`config.mk`:
```
export PLATFORM = sky130hd
export DESIGN_NAME = vtp_pt_walk_flat
export DESIGN_NICKNAME = d
export VERILOG_FILES = /design/src/rtl/vtp_pkg.sv /design/src/rtl/vtp_fill_if.sv /design/src/rtl/vtp_pt_walk.sv /design/src/flat_wrapper.sv
export SDC_FILE = /design/constraint.sdc
export NUM_CORES = 1
export LEC_CHECK = 0
export BUFFER_PORTS_ARGS = -buffer_cell sky130_fd_sc_hd__buf_4
export CAP_MARGIN = 25
export CORE_MARGIN = 2
export CORE_UTILIZATION = 55
export DETAILED_ROUTE_END_ITERATION = 12
export HOLD_SLACK_MARGIN = 0.06
export PLACE_DENSITY = 0.9
export SYNTH_ARGS = -nofsm -noshare
export SYNTH_HDL_FRONTEND = slang
export SYNTH_SLANG_ARGS = --single-unit
```
`constraint.sdc`:
```
create_clock -name clk -period 6.7 [get_ports clk]
set_input_delay 2.01 -clock clk [delete_from_list [all_inputs] [get_ports clk]]
set_output_delay 2.01 -clock clk [all_outputs]
set_load 0.02 [all_outputs]
```
`src/rtl/vtp_pkg.sv`:
```
/*
 * VTP shared definitions
 * Page table geometry, PTE and line types, and the FSM state encodings
 * used by the TLB and the page table walker
 */

`default_nettype none

package vtp_pkg;

    // ==================================================================
    // Page table geometry
    // ==================================================================

    // Virtual page number and the split into hash index and stored tag
    localparam int va_page_bits  = 16;
    localparam int hash_idx_bits = 4;
    localparam int va_tag_bits   = va_page_bits - hash_idx_bits;
    localparam int pa_idx_bits   = 12;

    // Lines 0 to 15 are hash heads, the rest is overflow space
    localparam int pt_lines      = 64;
    localparam int pte_idx_bits  = 6;
    localparam int line_bits     = 128;

    // A PTE takes 3 bytes and the last byte of a line is the next pointer
    localparam int pte_bytes     = (va_tag_bits + pa_idx_bits + 7) / 8;
    localparam int line_bytes    = line_bits / 8;
    localparam int ptes_per_line = (line_bytes - 1) / pte_bytes;

    typedef logic [va_page_bits-1:0]  t_va_page;
    typedef logic [va_tag_bits-1:0]   t_va_tag;
    typedef logic [hash_idx_bits-1:0] t_hash_idx;
    typedef logic [pa_idx_bits-1:0]   t_pa_idx;
    typedef logic [pte_idx_bits-1:0]  t_pte_idx;
    typedef logic [line_bits-1:0]     t_pt_line;

    // Tag sits in the upper bits, the physical page in the lower bits
    typedef struct packed
    {
        t_va_tag tag;
        t_pa_idx pa;
    } t_pte;

    typedef enum logic [2:0]
    {
        walk_idle,
        walk_read_req,
        walk_read_rsp,
        walk_search,
        walk_fill
    } t_walk_state;

    typedef enum logic [1:0]
    {
        tlb_idle,
        tlb_check,
        tlb_walk,
        tlb_respond
    } t_tlb_state;

endpackage

`default_nettype wire

```
`src/rtl/vtp_fill_if.sv`:
```
/*
 * VTP fill interface
 * Carries one finished page walk, hit or fault, from the walker to the TLB
 */

`timescale 1ns/1ns
`default_nettype none

interface vtp_fill_if;

    // A fill transfers when fill_en and fill_rdy are both high
    logic               fill_en;
    vtp_pkg::t_va_page  fill_va;
    vtp_pkg::t_pa_idx   fill_pa;
    // Page not present in the table, fill_pa is then zero
    logic               fill_fault;
    logic               fill_rdy;

    modport walker
    (
        output fill_en, fill_va, fill_pa, fill_fault,
        input  fill_rdy
    );

    modport tlb
    (
        input  fill_en, fill_va, fill_pa, fill_fault,
        output fill_rdy
    );

endinterface

`default_nettype wire

```
`src/rtl/vtp_pt_walk.sv`:
```
/*
 * VTP page table walker
 * Searches the hashed page table for a virtual page missed by the TLB.
 * Starts at the hash head line, scans one PTE per cycle and follows the
 * next pointers through overflow lines, then reports a PA or a fault
 */

`timescale 1ns/1ns
`default_nettype none

module vtp_pt_walk
(
    input  wire logic               clk,
    input  wire logic               reset,

    // Walk request from the TLB
    input  wire logic               walk_req_en,
    input  vtp_pkg::t_va_page       walk_req_va,
    output logic                    walk_req_rdy,

    // Finished walk back to the TLB
    vtp_fill_if.walker              fill,

    // Line reads from the page table memory
    output logic                    pt_read_en,
    output vtp_pkg::t_pte_idx       pt_read_idx,
    input  wire logic               pt_read_rdy,
    input  wire logic               pt_read_data_en,
    input  vtp_pkg::t_pt_line       pt_read_data
);

    // Counts the PTEs still to be examined in the buffered line
    localparam int pte_num_bits = $clog2(vtp_pkg::ptes_per_line + 1);

    vtp_pkg::t_walk_state state;

    // Line being searched, shifted down one PTE per search cycle
    vtp_pkg::t_pt_line    pt_line;
    logic [pte_num_bits-1:0] pte_num;

    // Request being walked
    vtp_pkg::t_va_tag     va_tag;
    vtp_pkg::t_hash_idx   hash_idx;
    vtp_pkg::t_pte_idx    pte_idx;

    // Walk result, held for the fill
    vtp_pkg::t_pa_idx     found_pa;
    logic                 found_fault;

    // The PTE under test is always in the low bytes of the buffer
    vtp_pkg::t_pte        cur_pte;
    vtp_pkg::t_pte_idx    next_idx;

    assign cur_pte  = pt_line[$bits(vtp_pkg::t_pte)-1:0];
    // After all PTEs are shifted out the next pointer byte is at the bottom
    assign next_idx = pt_line[vtp_pkg::pte_idx_bits-1:0];

    // Only one walk at a time
    assign walk_req_rdy = (state == vtp_pkg::walk_idle);

    // ==================================================================
    // Walker FSM
    // ==================================================================

    always_ff @(posedge clk)
    begin
        if (reset)
        begin
            state <= vtp_pkg::walk_idle;
        end
        else
        begin
            case (state)
                vtp_pkg::walk_idle:
                begin
                    if (walk_req_en)
                    begin
                        state <= vtp_pkg::walk_read_req;
                    end
                end

                // Hold until the memory is free of APB traffic
                vtp_pkg::walk_read_req:
                begin
                    if (pt_read_rdy)
                    begin
                        state <= vtp_pkg::walk_read_rsp;
                    end
                end

                vtp_pkg::walk_read_rsp:
                begin
                    if (pt_read_data_en)
                    begin
                        state <= vtp_pkg::walk_search;
                    end
                end

                vtp_pkg::walk_search:
                begin
                    if (pte_num == '0)
                    begin
                        // Line exhausted, a null pointer ends the chain
                        if (next_idx == '0)
                        begin
                            state <= vtp_pkg::walk_fill;
                        end
                        else
                        begin
                            state <= vtp_pkg::walk_read_req;
                        end
                    end
                    else if (cur_pte.tag == va_tag || cur_pte.tag == '0)
                    begin
                        // Either a match or a null tag, both end the walk
                        state <= vtp_pkg::walk_fill;
                    end
                end

                vtp_pkg::walk_fill:
                begin
                    if (fill.fill_rdy)
                    begin
                        state <= vtp_pkg::walk_idle;
                    end
                end

                default:
                begin
                    state <= vtp_pkg::walk_idle;
                end
            endcase
        end
    end

    // ==================================================================
    // Search datapath
    // ==================================================================

    always_ff @(posedge clk)
    begin
        // Latch the request and point at its hash head line
        if (state == vtp_pkg::walk_idle && walk_req_en)
        begin
            {va_tag, hash_idx} <= walk_req_va;
            pte_idx <= vtp_pkg::t_pte_idx'(walk_req_va[vtp_pkg::hash_idx_bits-1:0]);
        end

        if (state == vtp_pkg::walk_read_rsp)
        begin
            pt_line <= pt_read_data;
            pte_num <= pte_num_bits'(vtp_pkg::ptes_per_line);
        end

        if (state == vtp_pkg::walk_search)
        begin
            // Moves the next PTE into place for the following cycle
            pt_line <= pt_line >> (8 * vtp_pkg::pte_bytes);
            pte_num <= pte_num - 1'b1;

            if (pte_num == '0)
            begin
                pte_idx     <= next_idx;
                found_pa    <= '0;
                found_fault <= 1'b1;
            end
            else if (cur_pte.tag == va_tag)
            begin
                found_pa    <= cur_pte.pa;
                found_fault <= 1'b0;
            end
            else
            begin
                // Only used if this PTE holds the null tag
                found_pa    <= '0;
                found_fault <= 1'b1;
            end
        end
    end

    // Read request is issued only while the memory can take it
    assign pt_read_en  = pt_read_rdy && (state == vtp_pkg::walk_read_req);
    assign pt_read_idx = pte_idx;

    // Result is offered for one cycle and the TLB takes it at once
    assign fill.fill_en    = (state == vtp_pkg::walk_fill);
    assign fill.fill_va    = {va_tag, hash_idx};
    assign fill.fill_pa    = found_pa;
    assign fill.fill_fault = found_fault;

endmodule

`default_nettype wire

```
`src/flat_wrapper.sv`:
```
// flat-port wrapper written by rule: the top's interface ports become plain ports
module vtp_pt_walk_flat 
  (clk, reset, walk_req_en, walk_req_va, walk_req_rdy, pt_read_en, pt_read_idx, pt_read_rdy, pt_read_data_en, pt_read_data, fill_fill_en, fill_fill_va, fill_fill_pa, fill_fill_fault, fill_fill_rdy);
  vtp_fill_if fill_i ();
  input  wire logic clk;
  input  wire logic reset;
  input  wire logic walk_req_en;
  input  vtp_pkg::t_va_page walk_req_va;
  output logic walk_req_rdy;
  output logic pt_read_en;
  output vtp_pkg::t_pte_idx pt_read_idx;
  input  wire logic pt_read_rdy;
  input  wire logic pt_read_data_en;
  input  vtp_pkg::t_pt_line pt_read_data;
  output wire logic [$bits(fill_i.fill_en)-1:0] fill_fill_en;
  output wire logic [$bits(fill_i.fill_va)-1:0] fill_fill_va;
  output wire logic [$bits(fill_i.fill_pa)-1:0] fill_fill_pa;
  output wire logic [$bits(fill_i.fill_fault)-1:0] fill_fill_fault;
  input wire logic [$bits(fill_i.fill_rdy)-1:0] fill_fill_rdy;
  assign fill_fill_en = fill_i.fill_en;
  assign fill_fill_va = fill_i.fill_va;
  assign fill_fill_pa = fill_i.fill_pa;
  assign fill_fill_fault = fill_i.fill_fault;
  assign fill_i.fill_rdy = fill_fill_rdy;
  vtp_pt_walk u_core (.clk(clk), .reset(reset), .walk_req_en(walk_req_en), .walk_req_va(walk_req_va), .walk_req_rdy(walk_req_rdy), .fill(fill_i), .pt_read_en(pt_read_en), .pt_read_idx(pt_read_idx), .pt_read_rdy(pt_read_rdy), .pt_read_data_en(pt_read_data_en), .pt_read_data(pt_read_data));
endmodule
```
==> results of run 1 <==
==> critical path: stages <==
cell and delay (ps):
buf_4 80, nand2_1 40, nor3_1 170, buf_4 170
==> per-layer routing <==
metal	wire, microns	track usage (%)	vias to the layer above
met5	0	0	-
met4	297	10.1	0
met3	755	4.58	21
met2	7640	38.7	173
met1	6020	26.0	2388
li1	-	-	2607
==> final cells by class <==
cell class | instances | area, sq um
flip-flops and latches | 169 | 4740
fillers | 870 | 3410
multi-input cells | 471 | 2130
repair buffers | 192 | 1460
clock buffers | 25 | 519
well taps | 172 | 215
clock inverters | 7 | 61.3
inverters | 6 | 27.5
==> kinds of logic (layout without fill, tap and decap cells) <==
family / count (synthesis) / in the layout / share of synthesized area (%)
xor+xnor: 13 / 13 / 1.62
compound gates: 38 / 38 / 3.04
fa+ha+maj: 2 / 2 / 0.356
simple gates: 413 / 413 / 24.5
buf+inv: 41 / 230 / 2.30
mux: 5 / 5 / 0.712
flops: 169 / 169 / 67.5
==> sequential cells by signal, summed over array words and instances, names as in the netlist <==
name / cells
u_core.fill.fill_fault: 1
u_core.fill.fill_pa: 12
u_core.hash_idx: 4
u_core.pt_line: 128
u_core.pt_read_idx: 6
u_core.pte_num: 3
u_core.state: 3
u_core.va_tag: 12
==> cells in the final DEF, fill, tap and decap left out, types with 2 or more instances in the layout <==
master and instances:
a21oi_1 2, a21oi_2 2, a22o_1 2, and2_1 3, and3_1 13, buf_4 190, clkbuf_1 5, clkbuf_16 20
clkinv_1 3, clkinvlp_4 2, dfxtp_1 33, edfxtp_1 136, ha_1 2, inv_1 4, inv_4 2, mux2i_1 5
nand2_1 344, nand2b_1 26, nand4_1 6, nor2_1 4, nor3_1 5, nor4_1 3, o21ai_0 29, xnor2_1 13
==> path summary, 6_finish.rpt <==
check,from,to,slack (ps),cells after the start
min reg2reg,u_core.pt_line[125],u_core.pt_line[125],450,2
max,pt_read_rdy,pt_read_en,2210,4
min,u_core.pt_line[125],u_core.pt_line[125],450,2
max reg2reg,u_core.state[1],u_core.pt_line[82],3290,7
==> report_power, final <==
part	leakage (nW)	switching (W)	internal, W
registers	1.51	0.000120	0.00144
logic	2.22	0.000369	0.000253
clock network	0.275	0.000370	0.000574
total	4.01	0.000859	0.00227
==> stage by stage <==
stage	worst slack (ps)	area, sq um	std cells	hold slack [ps]
floorplan	2180	7030	681	425
global placement	2220	8550	1008	433
detailed placement	2200	8550	1009	441
CTS	2200	9130	1041	456
global route	2130	9160	1042	476
finish	2210	9160	1042	454
==> flow_metrics.tcl, run 1 <==
set metrics [dict create \
    status "finished, final reports clean" \
    min_path_type "reg -> reg" \
    worst_ep_arrival_time_ps 2480 \
    ys_seq_elements 169 \
    fp.dieW_microns 117 \
    first_pass_iters 4 \
    async_flop_share_pct 0 \
    globalplace.congestion 0.761 \
    netlist_instances 681 \
    core_sq_um 12600 \
    die_area_sq_um 13700 \
    yosys.cell_count.top_type "nand2_1" \
    post-route-period-util_pct 66.9 \
    row_count 41 \
    dp_hpwl_microns 9870 \
    cts_hold_buffers 0 \
    drt_iter0_drc 438 \
    required_ps 4690 \
    maxCapViolCount 0 \
    initial_utilization_pct 55.9 \
    cts_setup_buffers 0 \
    grt_max_degree 107 \
    worstMarginPinSlew_ps 1000 \
    synth.top_cell.area_share_pct 58.1 \
    die_h_microns 117 \
    path_max_fanout 2 \
    path_class "in -> out" \
    end_kind "primary output" \
    period_needed_ps 4490 \
    utilization_pct 72.9 \
    clock-root-buffer "clkbuf_16" \
    cts_sinks 169 \
    vias 5189 \
    relSlewSlack_pct 33.4 \
    ir_drop_mv 0.196 \
    cts_buffers 17 \
    syn_area_sq_um 7030 \
    h-tree-depth 4 \
    grt_pass1_vias 4854 \
    start_kind "input port" \
    final_nets 1009 \
    cts_tree "yes" \
    boundaryPins 188 \
    clock_path_buffers 2 \
    synth_cell_types 33 \
    clk_latency_ps 420 \
    port_buffers 187 \
    viasPerCell 4.98 \
    grt_overflow 0 \
    synth_fp_nets 833 \
    post_cts.resized_instances 0 \
    ys_seq_area_share_pct 67.5 \
    remaining_drc_errors 0 \
    finalHoldViolCount 0 \
    synth_edf_count 136 \
    synth_flop_cell "edfxtp_1" \
    setup_viol 0 \
    p_total_w 0.00313 \
    ys_warn_count 0 \
    slew_violations 0 \
    synth.avg_cell_area_sq_um 10.3 \
    rsz0062_at_grt "false" \
    tns_ps 0 \
    grt_pass1_wl_microns 22700 \
    fmax_mhz 223 \
    wl_microns 14700 \
    power_density_nw_per_um2 341 \
    drt-wirelength-per-cell_microns 14.1 \
    leakage_nw 4.01 \
    syn2layout_area_growth_pct 30.3 \
    drive_above_1_share_pct 25.9 \
    synth_common_cells "345 x nand2_1, 136 x edfxtp_1, 33 x dfxtp_1, 29 x o21ai_0, 27 x nand2b_1" \
    fin_skew_ps 7.79 \
    antenna_found_initial 0 \
    synth.area.top_cells "edfxtp_1 58%, nand2_1 18%, dfxtp_1 9.4%, nand2b_1 2.4%, o21ai_0 2.1%" \
    antennaDiodeCount 0 \
    cts.clk_slew.worst_paths_ps 60 \
    yosysTopAreaCell "edfxtp_1" \
    drtAntennaViolNets 0 \
    track_usage_pct 22.0 \
]
No activity file was read; power rests on OpenSTA's default activity.
==> run 2: changes to the inputs <==
--- a/config.mk
+++ b/config.mk
@@ -8,10 +8,10 @@
 export BUFFER_PORTS_ARGS = -buffer_cell sky130_fd_sc_hd__buf_4
 export CAP_MARGIN = 25
 export CORE_MARGIN = 2
-export CORE_UTILIZATION = 55
+export CORE_UTILIZATION = 53
 export DETAILED_ROUTE_END_ITERATION = 12
 export HOLD_SLACK_MARGIN = 0.06
-export PLACE_DENSITY = 0.9
+export PLACE_DENSITY = 0.87
 export SYNTH_ARGS = -nofsm -noshare
 export SYNTH_HDL_FRONTEND = slang
 export SYNTH_SLANG_ARGS = --single-unit
==> constraint.sdc (replaced) <==
create_clock -name clk -period 4.7 [get_ports clk]
set_input_delay 1.41 -clock clk [delete_from_list [all_inputs] [get_ports clk]]
set_output_delay 1.41 -clock clk [all_outputs]
set_load 0.02 [all_outputs]
==> flow_metrics.tcl, run 2 (same netlist as run 1, synthesis figures left out) <==
set metrics [dict create \
    required_ps 3290 \
    p_switching_w 0.00120 \
    start_kind "input port" \
    boundaryPins 188 \
    relSlewSlack_pct 33.9 \
    whs_path_depth 2 \
    cts.clk_slew.worst_paths_ps 60 \
    period_needed_ps 3260 \
    cp_common_cell "buf_4" \
    crit_buf_inv 2 \
    holdPathEnd "u_core.pt_line[113]" \
    reg2reg_depth 7 \
    worst_ep_arrival_time_ps 1850 \
    cp_top_family "buffers and inverters" \
    syn2layout_area_growth_pct 30.4 \
    gr-max-usage-layer "met2" \
    end_kind "primary output" \
    slowest_delay_ps 170 \
    track_usage_pct 20.3 \
    maxCapViolCount 0 \
    met2_usage_pct 34.4 \
    multi_input_area_sq_um 2130 \
    largest_reg_flops 128 \
    power_density_nw_per_um2 485 \
    reg2reg_from "u_core.state[1]" \
    remaining_drc_errors 0 \
    swShare_pct 27.0 \
    drtAntennaViolNets 0 \
    post-route-period-util_pct 69.4 \
    p_comb_share_pct 20.4 \
    use_met3_pct 5.75 \
    fillers 969 \
    cts_setup_buffers 0 \
    die_area_sq_um 14200 \
    grt_pass1_vias 4847 \
    drt-wirelength-per-cell_microns 13.2 \
    clock-root-buffer "clkbuf_16" \
    hp-start "u_core.pt_line[113]" \
    die_h_microns 119 \
    post_cts.resized_instances 0 \
    clockPowerShare_pct 30.4 \
    drt_iter0_drc 297 \
    drive_above_1_share_pct 26.3 \
    path_max_fanout 2 \
    initial_utilization_pct 53.7 \
    r2r_setup_slack_ps 1640 \
    min_path_type "reg -> reg" \
    slowest_stage "buf_4" \
    row_count 42 \
    fmax_mhz 307 \
    fp.dieW_microns 119 \
    top_register "u_core.pt_line" \
    p_total_w 0.00444 \
    grt_overflow 0 \
    first_pass_iters 4 \
    path_cells "buf_4, nand2_1, nor3_1, buf_4" \
    h-tree-depth 4 \
    globalplace.congestion 0.810 \
    dp_hpwl_microns 9440 \
    ir_drop_mv 0.365 \
    cts_hold_buffers 0 \
    clk_latency_ps 410 \
    r2r_end "u_core.pt_line[18]" \
    tns_ps 0 \
    leakage_nw 4.02 \
    seq_power_share_pct 49.2 \
    cts_buffers 17 \
    status "finished, final reports clean" \
    finalHoldViolCount 0 \
    worstMarginPinSlew_ps 991 \
    port_buffers 187 \
    met1_usage_pct 24.9 \
    layout_common_cells "344 x nand2_1, 192 x buf_4, 136 x edfxtp_1" \
    fin_skew_ps 7.35 \
    viasPerCell 4.85 \
    final_nets 1010 \
    grt_max_degree 81 \
    rsz0062_at_grt "false" \
    clock_path_buffers 2 \
    internal_power_w 0.00324 \
    design_area_sq_um 9170 \
    antennaDiodeCount 0 \
    grt_pass1_wl_microns 22400 \
    seqCellArea_sq_um 4740 \
    place_area_sq_um 8570 \
    slew_violations 0 \
    final_common_cell "nand2_1" \
    core_sq_um 13100 \
    wl_microns 13800 \
    whs_ps 453 \
    path_class "in -> out" \
    setup_viol 0 \
    cts_sinks 169 \
    antenna_found_initial 0 \
    vias 5079 \
    cts_tree "yes" \
]
-- run 2: changes by cell type in the layout (fill, tap and decap cells not counted), moves of 2 or more --
cell        before  now
clkinv_1         3    0
clkinvlp_4       2    0
buf_4          190  192
inv_4            2    4
clkbuf_8         0    2
-- run 2: per-stage QoR --
step	instances	setup slack [ps]	utilization (%)
3_5_place_dp	1015	1440	65.5
3_3_place_gp	1014	1450	65.5
4_1_cts	1047	1440	70.1
5_1_grt	1047	1280	70.1
2_1_floorplan	681	269	-
6_report	1047	1440	70.1
-- run 2: worst register-to-register path, stage by stage (launching register included) --
cell and delay [ps]:
dfxtp_1 500, nand2b_2 520, inv_4 230, nand2_4 240, inv_4 460, buf_4 680
nand2_1 200, nand2_1 100
-- run 2: metal layers --
metal / up-vias / share of wire, %
li1: 2616 / -
met1: 2280 / 41
met2: 164 / 50
met3: 19 / 6.6
met4: 0 / 1.7
met5: - / 0
-- run 2: final cells by class --
class                           count  area share [%]
Sequential cell                   169            51.8
Clock buffer                       28            6.24
Tap cell                          176            2.40
Multi-Input combinational cell    471            23.3
Clock inverter                      4           0.246
Timing Repair Buffer              193            15.8
Inverter                            6           0.300
-- run 2: how the worst max path moves through the flow --
stage / start / to / slack, ps / cells past startpoint
global placement: pt_read_rdy / pt_read_en / 1450 / 4
finish: pt_read_rdy / pt_read_en / 1440 / 4
detailed placement: pt_read_rdy / pt_read_en / 1440 / 4
global route: u_core.state[1] / u_core.pt_line[64] / 1280 / 7
floorplan: u_core.state[2] / u_core.fill.fill_fault / 270 / 5
CTS: pt_read_rdy / pt_read_en / 1440 / 4
-- run 2: power groups by stage --
| stage | Combinational (W) | Clock (W) | Sequential, W |
|---|---|---|---|
| global route | 0.00102 | 0.00143 | 0.00222 |
| detailed placement | 0.000914 | 0 | 0.00221 |
| finish | 0.000906 | 0.00135 | 0.00219 |
| floorplan | 0.000532 | 0 | 0.00227 |
| CTS | 0.000917 | 0.00137 | 0.00219 |
| global placement | 0.000891 | 0 | 0.00220 |
