File: config.mk
export PLATFORM = sky130hd
export DESIGN_NAME = vtp_tlb_flat
export DESIGN_NICKNAME = d
export VERILOG_FILES = /design/src/rtl/vtp_pkg.sv /design/src/rtl/vtp_fill_if.sv /design/src/rtl/vtp_tlb.sv /design/src/flat_wrapper.sv
export SDC_FILE = /design/constraint.sdc
export NUM_CORES = 1
export LEC_CHECK = 0
export ABC_AREA = 0
export BUFFER_PORTS_ARGS = -buffer_cell sky130_fd_sc_hd__buf_4
export CAP_MARGIN = 20
export CORE_MARGIN = 8
export CORE_UTILIZATION = 55
export CTS_BUF_LIST = sky130_fd_sc_hd__clkbuf_16
export DETAILED_ROUTE_END_ITERATION = 8
export PLACE_DENSITY = 0.82
export SLEW_MARGIN = 20
export SYNTH_ARGS = -nofsm -noshare
export SYNTH_HDL_FRONTEND = slang
export SYNTH_SLANG_ARGS = --single-unit
export TNS_END_PERCENT = 30
File: constraint.sdc
create_clock -name clk -period 3.05 [get_ports clk]
set_input_delay 0.1525 -clock clk [delete_from_list [all_inputs] [get_ports clk]]
set_output_delay 0.1525 -clock clk [all_outputs]
set_load 0.02 [all_outputs]
File: src/rtl/vtp_pkg.sv
/*
 * VTP shared definitions
 * Page table geometry, PTE and line types, and the FSM state encodings
 * used by the TLB and the page table walker
 */

`default_nettype none

package vtp_pkg;

    // ==================================================================
    // Page table geometry
    // ==================================================================

    // Virtual page number and the split into hash index and stored tag
    localparam int va_page_bits  = 16;
    localparam int hash_idx_bits = 4;
    localparam int va_tag_bits   = va_page_bits - hash_idx_bits;
    localparam int pa_idx_bits   = 12;

    // Lines 0 to 15 are hash heads, the rest is overflow space
    localparam int pt_lines      = 64;
    localparam int pte_idx_bits  = 6;
    localparam int line_bits     = 128;

    // A PTE takes 3 bytes and the last byte of a line is the next pointer
    localparam int pte_bytes     = (va_tag_bits + pa_idx_bits + 7) / 8;
    localparam int line_bytes    = line_bits / 8;
    localparam int ptes_per_line = (line_bytes - 1) / pte_bytes;

    typedef logic [va_page_bits-1:0]  t_va_page;
    typedef logic [va_tag_bits-1:0]   t_va_tag;
    typedef logic [hash_idx_bits-1:0] t_hash_idx;
    typedef logic [pa_idx_bits-1:0]   t_pa_idx;
    typedef logic [pte_idx_bits-1:0]  t_pte_idx;
    typedef logic [line_bits-1:0]     t_pt_line;

    // Tag sits in the upper bits, the physical page in the lower bits
    typedef struct packed
    {
        t_va_tag tag;
        t_pa_idx pa;
    } t_pte;

    typedef enum logic [2:0]
    {
        walk_idle,
        walk_read_req,
        walk_read_rsp,
        walk_search,
        walk_fill
    } t_walk_state;

    typedef enum logic [1:0]
    {
        tlb_idle,
        tlb_check,
        tlb_walk,
        tlb_respond
    } t_tlb_state;

endpackage

`default_nettype wire

File: src/rtl/vtp_fill_if.sv
/*
 * VTP fill interface
 * Carries one finished page walk, hit or fault, from the walker to the TLB
 */

`timescale 1ns/1ns
`default_nettype none

interface vtp_fill_if;

    // A fill transfers when fill_en and fill_rdy are both high
    logic               fill_en;
    vtp_pkg::t_va_page  fill_va;
    vtp_pkg::t_pa_idx   fill_pa;
    // Page not present in the table, fill_pa is then zero
    logic               fill_fault;
    logic               fill_rdy;

    modport walker
    (
        output fill_en, fill_va, fill_pa, fill_fault,
        input  fill_rdy
    );

    modport tlb
    (
        input  fill_en, fill_va, fill_pa, fill_fault,
        output fill_rdy
    );

endinterface

`default_nettype wire

File: src/rtl/vtp_tlb.sv
/*
 * VTP direct-mapped TLB
 * Answers lookups from its own entries and asks the page table walker on
 * a miss. Successful walks are installed, faults are only reported
 */

`timescale 1ns/1ns
`default_nettype none

module vtp_tlb
#(
    parameter int tlb_entries = 16
)
(
    input  wire logic          clk,
    input  wire logic          reset,

    // Lookup side
    input  wire logic          lookup_en,
    input  vtp_pkg::t_va_page  lookup_va,
    output logic               lookup_rdy,
    output logic               rsp_valid,
    output vtp_pkg::t_pa_idx   rsp_pa,
    output logic               rsp_not_present,

    // Walk request to the walker
    output logic               walk_req_en,
    output vtp_pkg::t_va_page  walk_req_va,
    input  wire logic          walk_req_rdy,

    // Finished walk from the walker
    vtp_fill_if.tlb            fill
);

    // Entry index comes from the low VA bits, the rest is the tag
    localparam int idx_bits = $clog2(tlb_entries);
    localparam int tag_bits = vtp_pkg::va_page_bits - idx_bits;

    vtp_pkg::t_tlb_state state;

    logic [tlb_entries-1:0] valid;
    logic [tag_bits-1:0]    tag_mem [tlb_entries];
    vtp_pkg::t_pa_idx       pa_mem  [tlb_entries];

    vtp_pkg::t_va_page      cur_va;
    logic [idx_bits-1:0]    cur_idx;
    logic [tag_bits-1:0]    cur_tag;
    logic [idx_bits-1:0]    fill_idx;
    logic                   hit;

    // Set once the walker has taken the request for the current miss
    logic                   req_sent;

    assign cur_idx  = cur_va[idx_bits-1:0];
    assign cur_tag  = cur_va[vtp_pkg::va_page_bits-1:idx_bits];
    assign fill_idx = fill.fill_va[idx_bits-1:0];
    assign hit      = valid[cur_idx] && (tag_mem[cur_idx] == cur_tag);

    // ==================================================================
    // Lookup FSM
    // ==================================================================

    always_ff @(posedge clk)
    begin
        if (reset)
        begin
            state    <= vtp_pkg::tlb_idle;
            valid    <= '0;
            req_sent <= 1'b0;
        end
        else
        begin
            case (state)
                vtp_pkg::tlb_idle:
                begin
                    if (lookup_en)
                    begin
                        state <= vtp_pkg::tlb_check;
                    end
                end

                vtp_pkg::tlb_check:
                begin
                    state <= hit ? vtp_pkg::tlb_respond : vtp_pkg::tlb_walk;
                end

                vtp_pkg::tlb_walk:
                begin
                    if (walk_req_en && walk_req_rdy)
                    begin
                        req_sent <= 1'b1;
                    end
                    if (fill.fill_en)
                    begin
                        // Faults are reported but never cached
                        if (!fill.fill_fault)
                        begin
                            valid[fill_idx] <= 1'b1;
                        end
                        req_sent <= 1'b0;
                        state    <= vtp_pkg::tlb_respond;
                    end
                end

                vtp_pkg::tlb_respond:
                begin
                    state <= vtp_pkg::tlb_idle;
                end

                default:
                begin
                    state <= vtp_pkg::tlb_idle;
                end
            endcase
        end
    end

    // Entry contents and response payload
    always_ff @(posedge clk)
    begin
        if (lookup_en && lookup_rdy)
        begin
            cur_va <= lookup_va;
        end

        if (state == vtp_pkg::tlb_check)
        begin
            rsp_pa          <= pa_mem[cur_idx];
            rsp_not_present <= 1'b0;
        end

        if (state == vtp_pkg::tlb_walk && fill.fill_en)
        begin
            // A fault leaves the entry as it was
            if (!fill.fill_fault)
            begin
                tag_mem[fill_idx] <= fill.fill_va[vtp_pkg::va_page_bits-1:idx_bits];
                pa_mem[fill_idx]  <= fill.fill_pa;
            end
            rsp_pa          <= fill.fill_pa;
            rsp_not_present <= fill.fill_fault;
        end
    end

    assign lookup_rdy    = (state == vtp_pkg::tlb_idle);
    assign rsp_valid     = (state == vtp_pkg::tlb_respond);
    assign walk_req_en   = (state == vtp_pkg::tlb_walk) && !req_sent;
    assign walk_req_va   = cur_va;
    assign fill.fill_rdy = (state == vtp_pkg::tlb_walk);

endmodule

`default_nettype wire

File: src/flat_wrapper.sv
// flat-port wrapper written by rule: the top's interface ports become plain ports
module vtp_tlb_flat 
#(
    parameter int tlb_entries = 16
)
  (clk, reset, lookup_en, lookup_va, lookup_rdy, rsp_valid, rsp_pa, rsp_not_present, walk_req_en, walk_req_va, walk_req_rdy, fill_fill_en, fill_fill_va, fill_fill_pa, fill_fill_fault, fill_fill_rdy);
  vtp_fill_if fill_i ();
  input  wire logic clk;
  input  wire logic reset;
  input  wire logic lookup_en;
  input  vtp_pkg::t_va_page lookup_va;
  output logic lookup_rdy;
  output logic rsp_valid;
  output vtp_pkg::t_pa_idx rsp_pa;
  output logic rsp_not_present;
  output logic walk_req_en;
  output vtp_pkg::t_va_page walk_req_va;
  input  wire logic walk_req_rdy;
  input wire logic [$bits(fill_i.fill_en)-1:0] fill_fill_en;
  input wire logic [$bits(fill_i.fill_va)-1:0] fill_fill_va;
  input wire logic [$bits(fill_i.fill_pa)-1:0] fill_fill_pa;
  input wire logic [$bits(fill_i.fill_fault)-1:0] fill_fill_fault;
  output wire logic [$bits(fill_i.fill_rdy)-1:0] fill_fill_rdy;
  assign fill_i.fill_en = fill_fill_en;
  assign fill_i.fill_va = fill_fill_va;
  assign fill_i.fill_pa = fill_fill_pa;
  assign fill_i.fill_fault = fill_fill_fault;
  assign fill_fill_rdy = fill_i.fill_rdy;
  vtp_tlb #(.tlb_entries(tlb_entries)) u_core (.clk(clk), .reset(reset), .lookup_en(lookup_en), .lookup_va(lookup_va), .lookup_rdy(lookup_rdy), .rsp_valid(rsp_valid), .rsp_pa(rsp_pa), .rsp_not_present(rsp_not_present), .walk_req_en(walk_req_en), .walk_req_va(walk_req_va), .walk_req_rdy(walk_req_rdy), .fill(fill_i));
endmodule
==> results of run 1 <==
-- Yosys cell counts (7+ instances only) --
cell type    n
edfxtp_1   413
mux4_2     115
nor2_1      48
dfxtp_1     23
mux2i_1     17
mux2_2      16
buf_2       12
xor2_1      12
a21oi_1     10
xnor2_1      9
nand2_1      8
nor3_1       8
nor2b_1      7
-- stage by stage --
| step | setup TNS (ns) | cell area (um^2) |
|---|---|---|
| floorplan | -17.43 | 16800 |
| global placement | 0 | 18200 |
| detailed placement | 0 | 18200 |
| CTS | 0 | 20000 |
| global route | 0 | 20000 |
| finish | 0 | 20000 |
-- sequential cells by signal (all words and copies together) (netlist names), named ones only --
signal	flops
u_core.pa_mem	192
u_core.tag_mem	192
u_core.valid	16
u_core.walk_req_va	16
u_core.rsp_pa	12
u_core.state	2
u_core.req_sent	1
u_core.rsp_not_present	1
-- cells in the final DEF (no fill, tap or decap), types with 2 or more instances in the layout --
cell	instances
a21oi_1	10
nand3_1	2
xnor2_1	9
nand2b_1	5
dfxtp_4	2
clkinvlp_4	3
mux4_2	115
nor3_2	2
nor2_1	36
nand3b_1	3
bufinv_16	3
clkinv_2	5
buf_12	8
mux2_2	16
inv_1	16
dfxtp_2	2
mux2i_1	17
dfxtp_1	19
nand2_1	8
clkinv_1	11
ha_1	4
dlygate4sd3_1	44
nor2_4	7
a211oi_1	6
xor2_1	12
nor2_2	5
nor2b_1	7
nor3_1	4
nor4_1	2
buf_4	117
nor3_4	2
clkbuf_16	45
edfxtp_1	413
-- tightest hold or removal path: cells and delay by family --
kind	cells	cell delay, ns
buffers and inverters	2	0.15
AO/OA/AOI/OAI	1	0.10
AND/OR/NAND/NOR	1	0.07
multiplexers	1	0.13
-- logic make-up after synthesis --
kind of cell / Yosys count / synth area share
compound gates: 23 / 0.00865
fa+ha+maj: 4 / 0.00298
simple gates: 86 / 0.0233
flops: 436 / 0.767
xor+xnor: 21 / 0.0110
mux: 148 / 0.175
buf+inv: 37 / 0.0123
-- per-layer routing --
metal,track usage,routed length [um],vias to the layer above
met4,0.0665,926,2
met2,0.348,18800,467
met5,0,13,-
met3,0.0424,3140,84
li1,-,-,3502
met1,0.274,14500,4324
-- report_power, final --
| part | internal, mW | switching (mW) |
|---|---|---|
| Combinational | 1.59 | 1.45 |
| Sequential | 6.82 | 0.308 |
| Clock | 2.91 | 2.16 |
| Total | 11.3 | 3.92 |
-- path summary, 6_finish.rpt --
check | to | depth (start not counted)
worst max register to register | u_core.state[0] | 7
worst max-delay path | u_core.state[0] | 7
worst min register to register | u_core.valid[15] | 2
worst min-delay path | u_core.state[1] | 5
-- repair_timing --
action                                  in CTS  in global routing
buffers inserted                             0                  0
endpoints found under the hold margin      423                  0
endpoints found under the setup margin       0                  0
hold buffers                                44                  0
-- layout make-up --
cell class / count / area, um^2
well taps: 396 / 495
inverters: 5 / 18.8
clock buffers: 45 / 1130
repair buffers: 169 / 1480
multi-input cells: 282 / 3810
clock inverters: 33 / 220
flip-flops and latches: 436 / 12900
fillers: 1837 / 10300
==> metrics list, run 1 <==
- The flow ran to the end, and the final reports show no timing, DRC or antenna violations.
* Library cell used as clock root buffer: clkbuf_16
- Summing every instance area after synthesis gives ~17000 um^2.
- The share of the Yosys chip area taken by registers is 0.767.
- Effective utilization at floorplan: 0.553
- The count of nets left with antenna violations once routing finished came out at 0.
- OpenSTA, run right after detailed placement, puts the worst setup slack at about 0.44 ns.
- Final number of hold-violating endpoints: 0
- The number of nets handed over by synthesis was roughly 810.
- Global-route usage over all layers: 0.208
* Syn. warnings: 0
* Final worst setup slack: between 0.3 and 0.4 ns
* Num ports: just over 80
- Kind of end point of the critical path: flip-flop
- For this run, the top clock speed supported by timing is 372 MHz.
* Die span in x: approximately 190 um
* Max FO, Critical Path: between 40 and 50
- Share of the synthesized area in the top cell type: 0.739
* Global-route wire length before repair: 55.7 mm
- For this block, the routed nets add up to between 30 and 40 mm of wire.
- H-tree Lvls: 2
* Delay-heaviest family, CP: simple AND/OR/NAND/NOR gates
* Post-CTS sizing: 0
- The smallest clock period supported by the final layout is computed as 2.69 ns.
- Once layout is complete, the utilization of the core stands at 0.660.
- Setup repair after global routing left no endpoint under its margin.
- GPL Wtd Cong: 0.746
- Number of flops mapped to enable cells by yosys: ~410
* Power per unit of standard cell area: 762 nW/um^2
- Final hold slack: roughly 0.11 ns
* Primary FF master, synth: edfxtp_1
- Number of DRC markers after the initial detailed-route iteration: between 900 and 1000
- For this run, design rule violations remaining after detail routing come to 0.
- WS Path Type: reg -> reg
- Across the run, the number of max-cap violations was 0.
- Total number of vias: 8379
* Hold Crit Start: lookup_en
- At the worst endpoint, the arrival time is ~3.2 ns.
- Share of layout cells above drive strength 1: 0.342
- TritonCTS built the clock tree.
* Detailed-router iteration count before antenna repair: 5
- Pin count of the biggest net entering global routing: 43
- Final Total Pwr: around 15 mW
* Clock transition time at the flip-flop clock pins of the worst setup and hold paths: 0.06 ns
- Count of final setup violators: 0
- In the finished design, the share of the clock period the worst path needs comes to 0.881.
- Synthesis handed over a netlist of roughly 760 instances.
- Top post-synthesis cells by area: edfxtp_1, mux4_2, dfxtp_1
- Post-layout net count: a little under 1000
* Max Transition Viols Final: 0
- Excluding fillers, the count of instances in the completed layout stands at between 1000 and 1500.
* Path category of the worst min-delay check: in -> reg
* Peak ir drop on the vdd network: around 0.41 mV
- Data on the critical path is required at its endpoint by about 3.5 ns.
- Initial antenna violation count: 1
- Counting both buffers and inverters, the worst setup path holds a total of 1.
- The clock drives approximately 440 sinks.
- Startpoint Class: flip-flop
- Slowest CP cell: dfxtp_4
- The clock passes through at most 3 buffers.
* Max stage delay on crit path: ~0.58 ns
* Critical path, cell by cell: buf_4, mux4_2, nor3_1, nor4b_1, o2111ai_1, nor4_1, a31o_1
- The wire-length estimate of the detail-placed layout is roughly 21 mm.
- TritonCTS created 44 clock buffers.
- edfxtp_1 takes more of the synthesized area than any other cell.
- In this run the tool buffered the top-level ports with 82 buffer cells.
- Syn Area/Cell: roughly 22 um^2
- Via count of the first global-routing pass: 8848
- At the pin with the least slew margin, the transition time is slightly above 1 ns.
- Antenna fix cells: 0
- The number of different library cells used by synthesis comes to 34.
* Row Count: 64
* Core footprint: ~30000 um^2
- Compared with the post-synthesis result, the final layout area differs by 19.3%.
- After detailed placement, the design holds a cell count of around 1200.
* Minimum setup slack among reg-to-reg paths: about 0.36 ns
- Relative slew slack: 0.329
* Drt via density: 6.13
- Worst-Skew Late Latency: 0.54 ns
- From bottom edge to top edge, the die measures between 150 and 200 um.
- The floorplan step defined a die boundary enclosing 36400 um^2.
- Number of register bits inferred by synthesis: 436
- Async set-or-reset flop fraction in the synthesized netlist: 0
- Routed wire length per instance: approximately 27 um
- Leakage power figure: about 6.6 nW
- Worst clock skew: about 0.014 ns
- Global-route congestion overflow total: 0
Note: power is estimated with default switching activity, not from simulation.
==> run 2: changes to the inputs <==
==> constraint.sdc (replaced) <==
create_clock -name clk -period 2.2 [get_ports clk]
set_input_delay 0.11 -clock clk [delete_from_list [all_inputs] [get_ports clk]]
set_output_delay 0.11 -clock clk [all_outputs]
set_load 0.02 [all_outputs]
==> run 2 against run 1 <==
Compared with the run above: clock power rose by 43%; sequential share of layout area shrank 2.7 points; wire length increased by 8.3%; cell count grew 3.4%; final area is 4.4% higher; combinational power up 75%; first-iteration DRC count up 0.84%; register-to-register slack worse by 0.58 ns; the flow now finishes with violations (negative setup slack); die area did not move; count of clock-buffer cells in the layout is 1 lower; critical path type unchanged; sequential power rose by 36%; via count increased by 5.5%.
==> metrics list, run 2 (same netlist as run 1, synthesis figures left out) <==
- The run finished, with violations left.
* Violations in the final reports: negative setup slack
* Post-layout net count: about 1000
* Internal power component: roughly 16 mW
- Layout overhead on the synthesized area: 24.6%
- Routed wire length per instance: 28.7 um
- Worst-case clock buffer depth: 3
- H-tree Lvls: 2
* Via count of the first global-routing pass: between 9000 and 10000
* Total number of vias: around 8800
- Minimum setup slack among reg-to-reg paths: -0.22 ns
* Clock transition time at the flip-flop clock pins of the worst setup and hold paths: 0.06 ns
- Core footprint: 30300 um^2
* Global-route congestion overflow total: 0
- The min-delay analysis places its worst path in the category in -> reg.
- The final number of max-transition violations is 0.
* Top library cells by usage in the layout, fill and taps aside: edfxtp_1, buf_4, mux4_2, clkbuf_16, dlygate4sd3_1
- Initial antenna violation count: 2
* Max FO, Critical Path: 6
- Part of the total power dissipated in combinational logic: 0.239
- Post-layout instance count excluding filler cells: around 1400
- Clock power frac: 0.324
- Largest registers: u_core.pa_mem x192, u_core.tag_mem x192
- Num ports: slightly above 80
* Peak ir drop on the vdd network: about 0.7 mV
- Measured against its own limit, the worst slew margin works out to 0.679.
- Clk sinks: about 440
* RSZ-0062 raised after global routing: yes
* DRT antenna net count: 0
- In this run the static leakage power is a little over 7 nW.
* NetSw: roughly 6 mW
- Share of layout cells above drive strength 1: 0.390
- Highest achievable clock rate: 414 MHz
- The initial utilization of the core area, before any placement, comes to 0.553.
* HPWL after detailed placement: around 22 mm
- The floorplan step set the die height to around 190 um.
- Power per unit of standard cell area: about 1100 nW/um^2
- The most numerous cell type found on the critical path is buf_6.
- Final sum of negative setup slack: -1.31 ns
- The tree is rooted in a clkbuf_16.
- GR Util met2: 0.366
* Pin count of the biggest net entering global routing: 37
* Leading cell type in the layout, fill and taps excluded: edfxtp_1
* Endpoint required time on the critical path: 2.68 ns
- The final number of hold-violating endpoints came to 0.
* Max stage delay on crit path: roughly 0.5 ns
- Global-route usage over all layers: 0.216
- GPL Wtd Cong: about 0.79
- The worst setup path is captured at a flip-flop.
* Hold Crit Start: lookup_en
- The tool flagged a number of max-cap violations equal to 0.
- In this run, the number of DRC markers left after iteration 0 of detailed routing was 955.
- Capture point of the worst reg-to-reg path: u_core.state[0]
* Transition time at the pin with the least slew margin: around 0.48 ns
- Count of final setup violators: 13
- From left edge to right edge, the die measures approximately 190 um.
* Data arrival time at the worst-slack endpoint: around 2.9 ns
- Final critical-path required period: 2.42 ns
* Drt via density: approximately 6.3
* Number of cells on the worst hold path: 4
- Critical path, cell by cell: buf_6, buf_6, mux4_2, nor2b_4, a211oi_2, a21oi_1, xor2_1, nor4_2, buf_4, a31o_1
* Detailed-router iteration count before antenna repair: 6
- Global-route layer with the greatest usage: met2
- Port-buffer cells: 82
- Worst clock skew: approximately 0.023 ns
- Met3 demand-to-capacity share in global routing: 0.0346
- The worst setup path is of the reg -> reg kind.
* Number of cells traversed by the worst register-to-register path: 10
- TritonCTS clock tree: done
- Remaining routing DRC violations: 0
- Number of placed cells counting well taps: 1266
* Worst-Skew Late Latency: between 0.5 and 0.6 ns
* Dpl ws: -0.278 ns
- The first global-routing pass estimated 58.1 mm of wire.
- Share of power burned in registers: 0.436
- The slowest stage of the critical path belongs to the cell mux4_2.
- Row Count: between 60 and 70
* Startpoint Class: flip-flop
- Of the total power, the share spent switching nets is 0.263.
- TritonCTS buffer count: 44
- Global Route met1 Usage: 0.288
- After layout, the worst setup slack is -0.216 ns.
- Post-Route WL: around 40 mm
* Die area: between 30000 and 40000 um^2
- Dividing the final minimum period by the clock period gives 1.10.
run 2: cell types whose count changed in the layout (fill, tap and decap cells not counted), moves of 3 or more:
cell / before / now
nor2_4: 7 / 10
buf_4: 117 / 125
buf_6: 0 / 7
buf_16: 0 / 4
mux2_2: 16 / 5
mux2_4: 0 / 11
clkinv_2: 5 / 8
buf_12: 8 / 26
inv_1: 16 / 11
run 2: worst max-delay path by stage:
stage,cells after the start,slack (ns),startpoint,to
6_report,10,-0.22,flip-flop,u_core.state[0]
5_1_grt,10,-0.29,flip-flop,u_core.state[0]
4_1_cts,8,-0.18,flip-flop,u_core.state[0]
3_5_place_dp,8,-0.28,flip-flop,u_core.state[0]
3_3_place_gp,8,-0.22,flip-flop,u_core.state[0]
2_1_floorplan,6,-0.03,u_core.state[0],u_core.pa_mem[4][0]
run 2: what timing repair did:
item	CTS	global route
hold endpoints to repair	423	0
resized for setup	20	17
pin swaps	4	6
setup endpoints to repair	13	44
hold buffers	44	0
buffers inserted	7	9
gates cloned	1	2
run 2: worst max-delay path, delay by kind of cell (launching register included):
family	cells	cell delay, ns
buf+inv	3	0.39
flops	1	0.41
compound gates	3	0.44
simple gates	2	0.47
mux	1	0.49
xor+xnor	1	0.17
run 2: cell type report:
type                       count  area [um^2]
timing repair buffer         210         2170
fill                        1732         9440
tap                          396          495
clock buffer                  44         1100
inverter                       5         18.8
antenna                        2         5.00
multi-input combinational    282         3940
clock inverter                37          300
sequential                   436        12900
run 2: per-stage QoR:
| step | utilization | power, mW | area (um^2) | hold WS [ns] |
|---|---|---|---|---|
| 6_report | 0.689 | 22.3 | 20900 | 0.115 |
| 5_1_grt | 0.689 | 23.0 | 20900 | 0.117 |
| 4_1_cts | 0.682 | 22.0 | 20700 | 0.0997 |
| 3_5_place_dp | 0.616 | 14.6 | 18700 | 0.289 |
| 3_3_place_gp | 0.616 | 14.4 | 18700 | 0.288 |
| 2_1_floorplan | - | 12.9 | 17000 | 0.206 |
run 2: layer usage:
| layer | vias to the layer above | wire (um) |
|---|---|---|
| met3 | 79 | 3290 |
| met4 | 0 | 970 |
| li1 | 3597 | - |
| met1 | 4690 | 15300 |
| met2 | 471 | 20900 |
| met5 | - | 0 |
run 2: power groups by stage:
stage               Sequential, mW  Clock, mW  Combinational, mW
floorplan                     9.98          0               2.90
detailed placement            9.91          0               4.64
global route                  9.75       7.63               5.62
finish                        9.72       7.24               5.34
CTS                           9.72       7.28               5.05
global placement              9.90          0               4.49
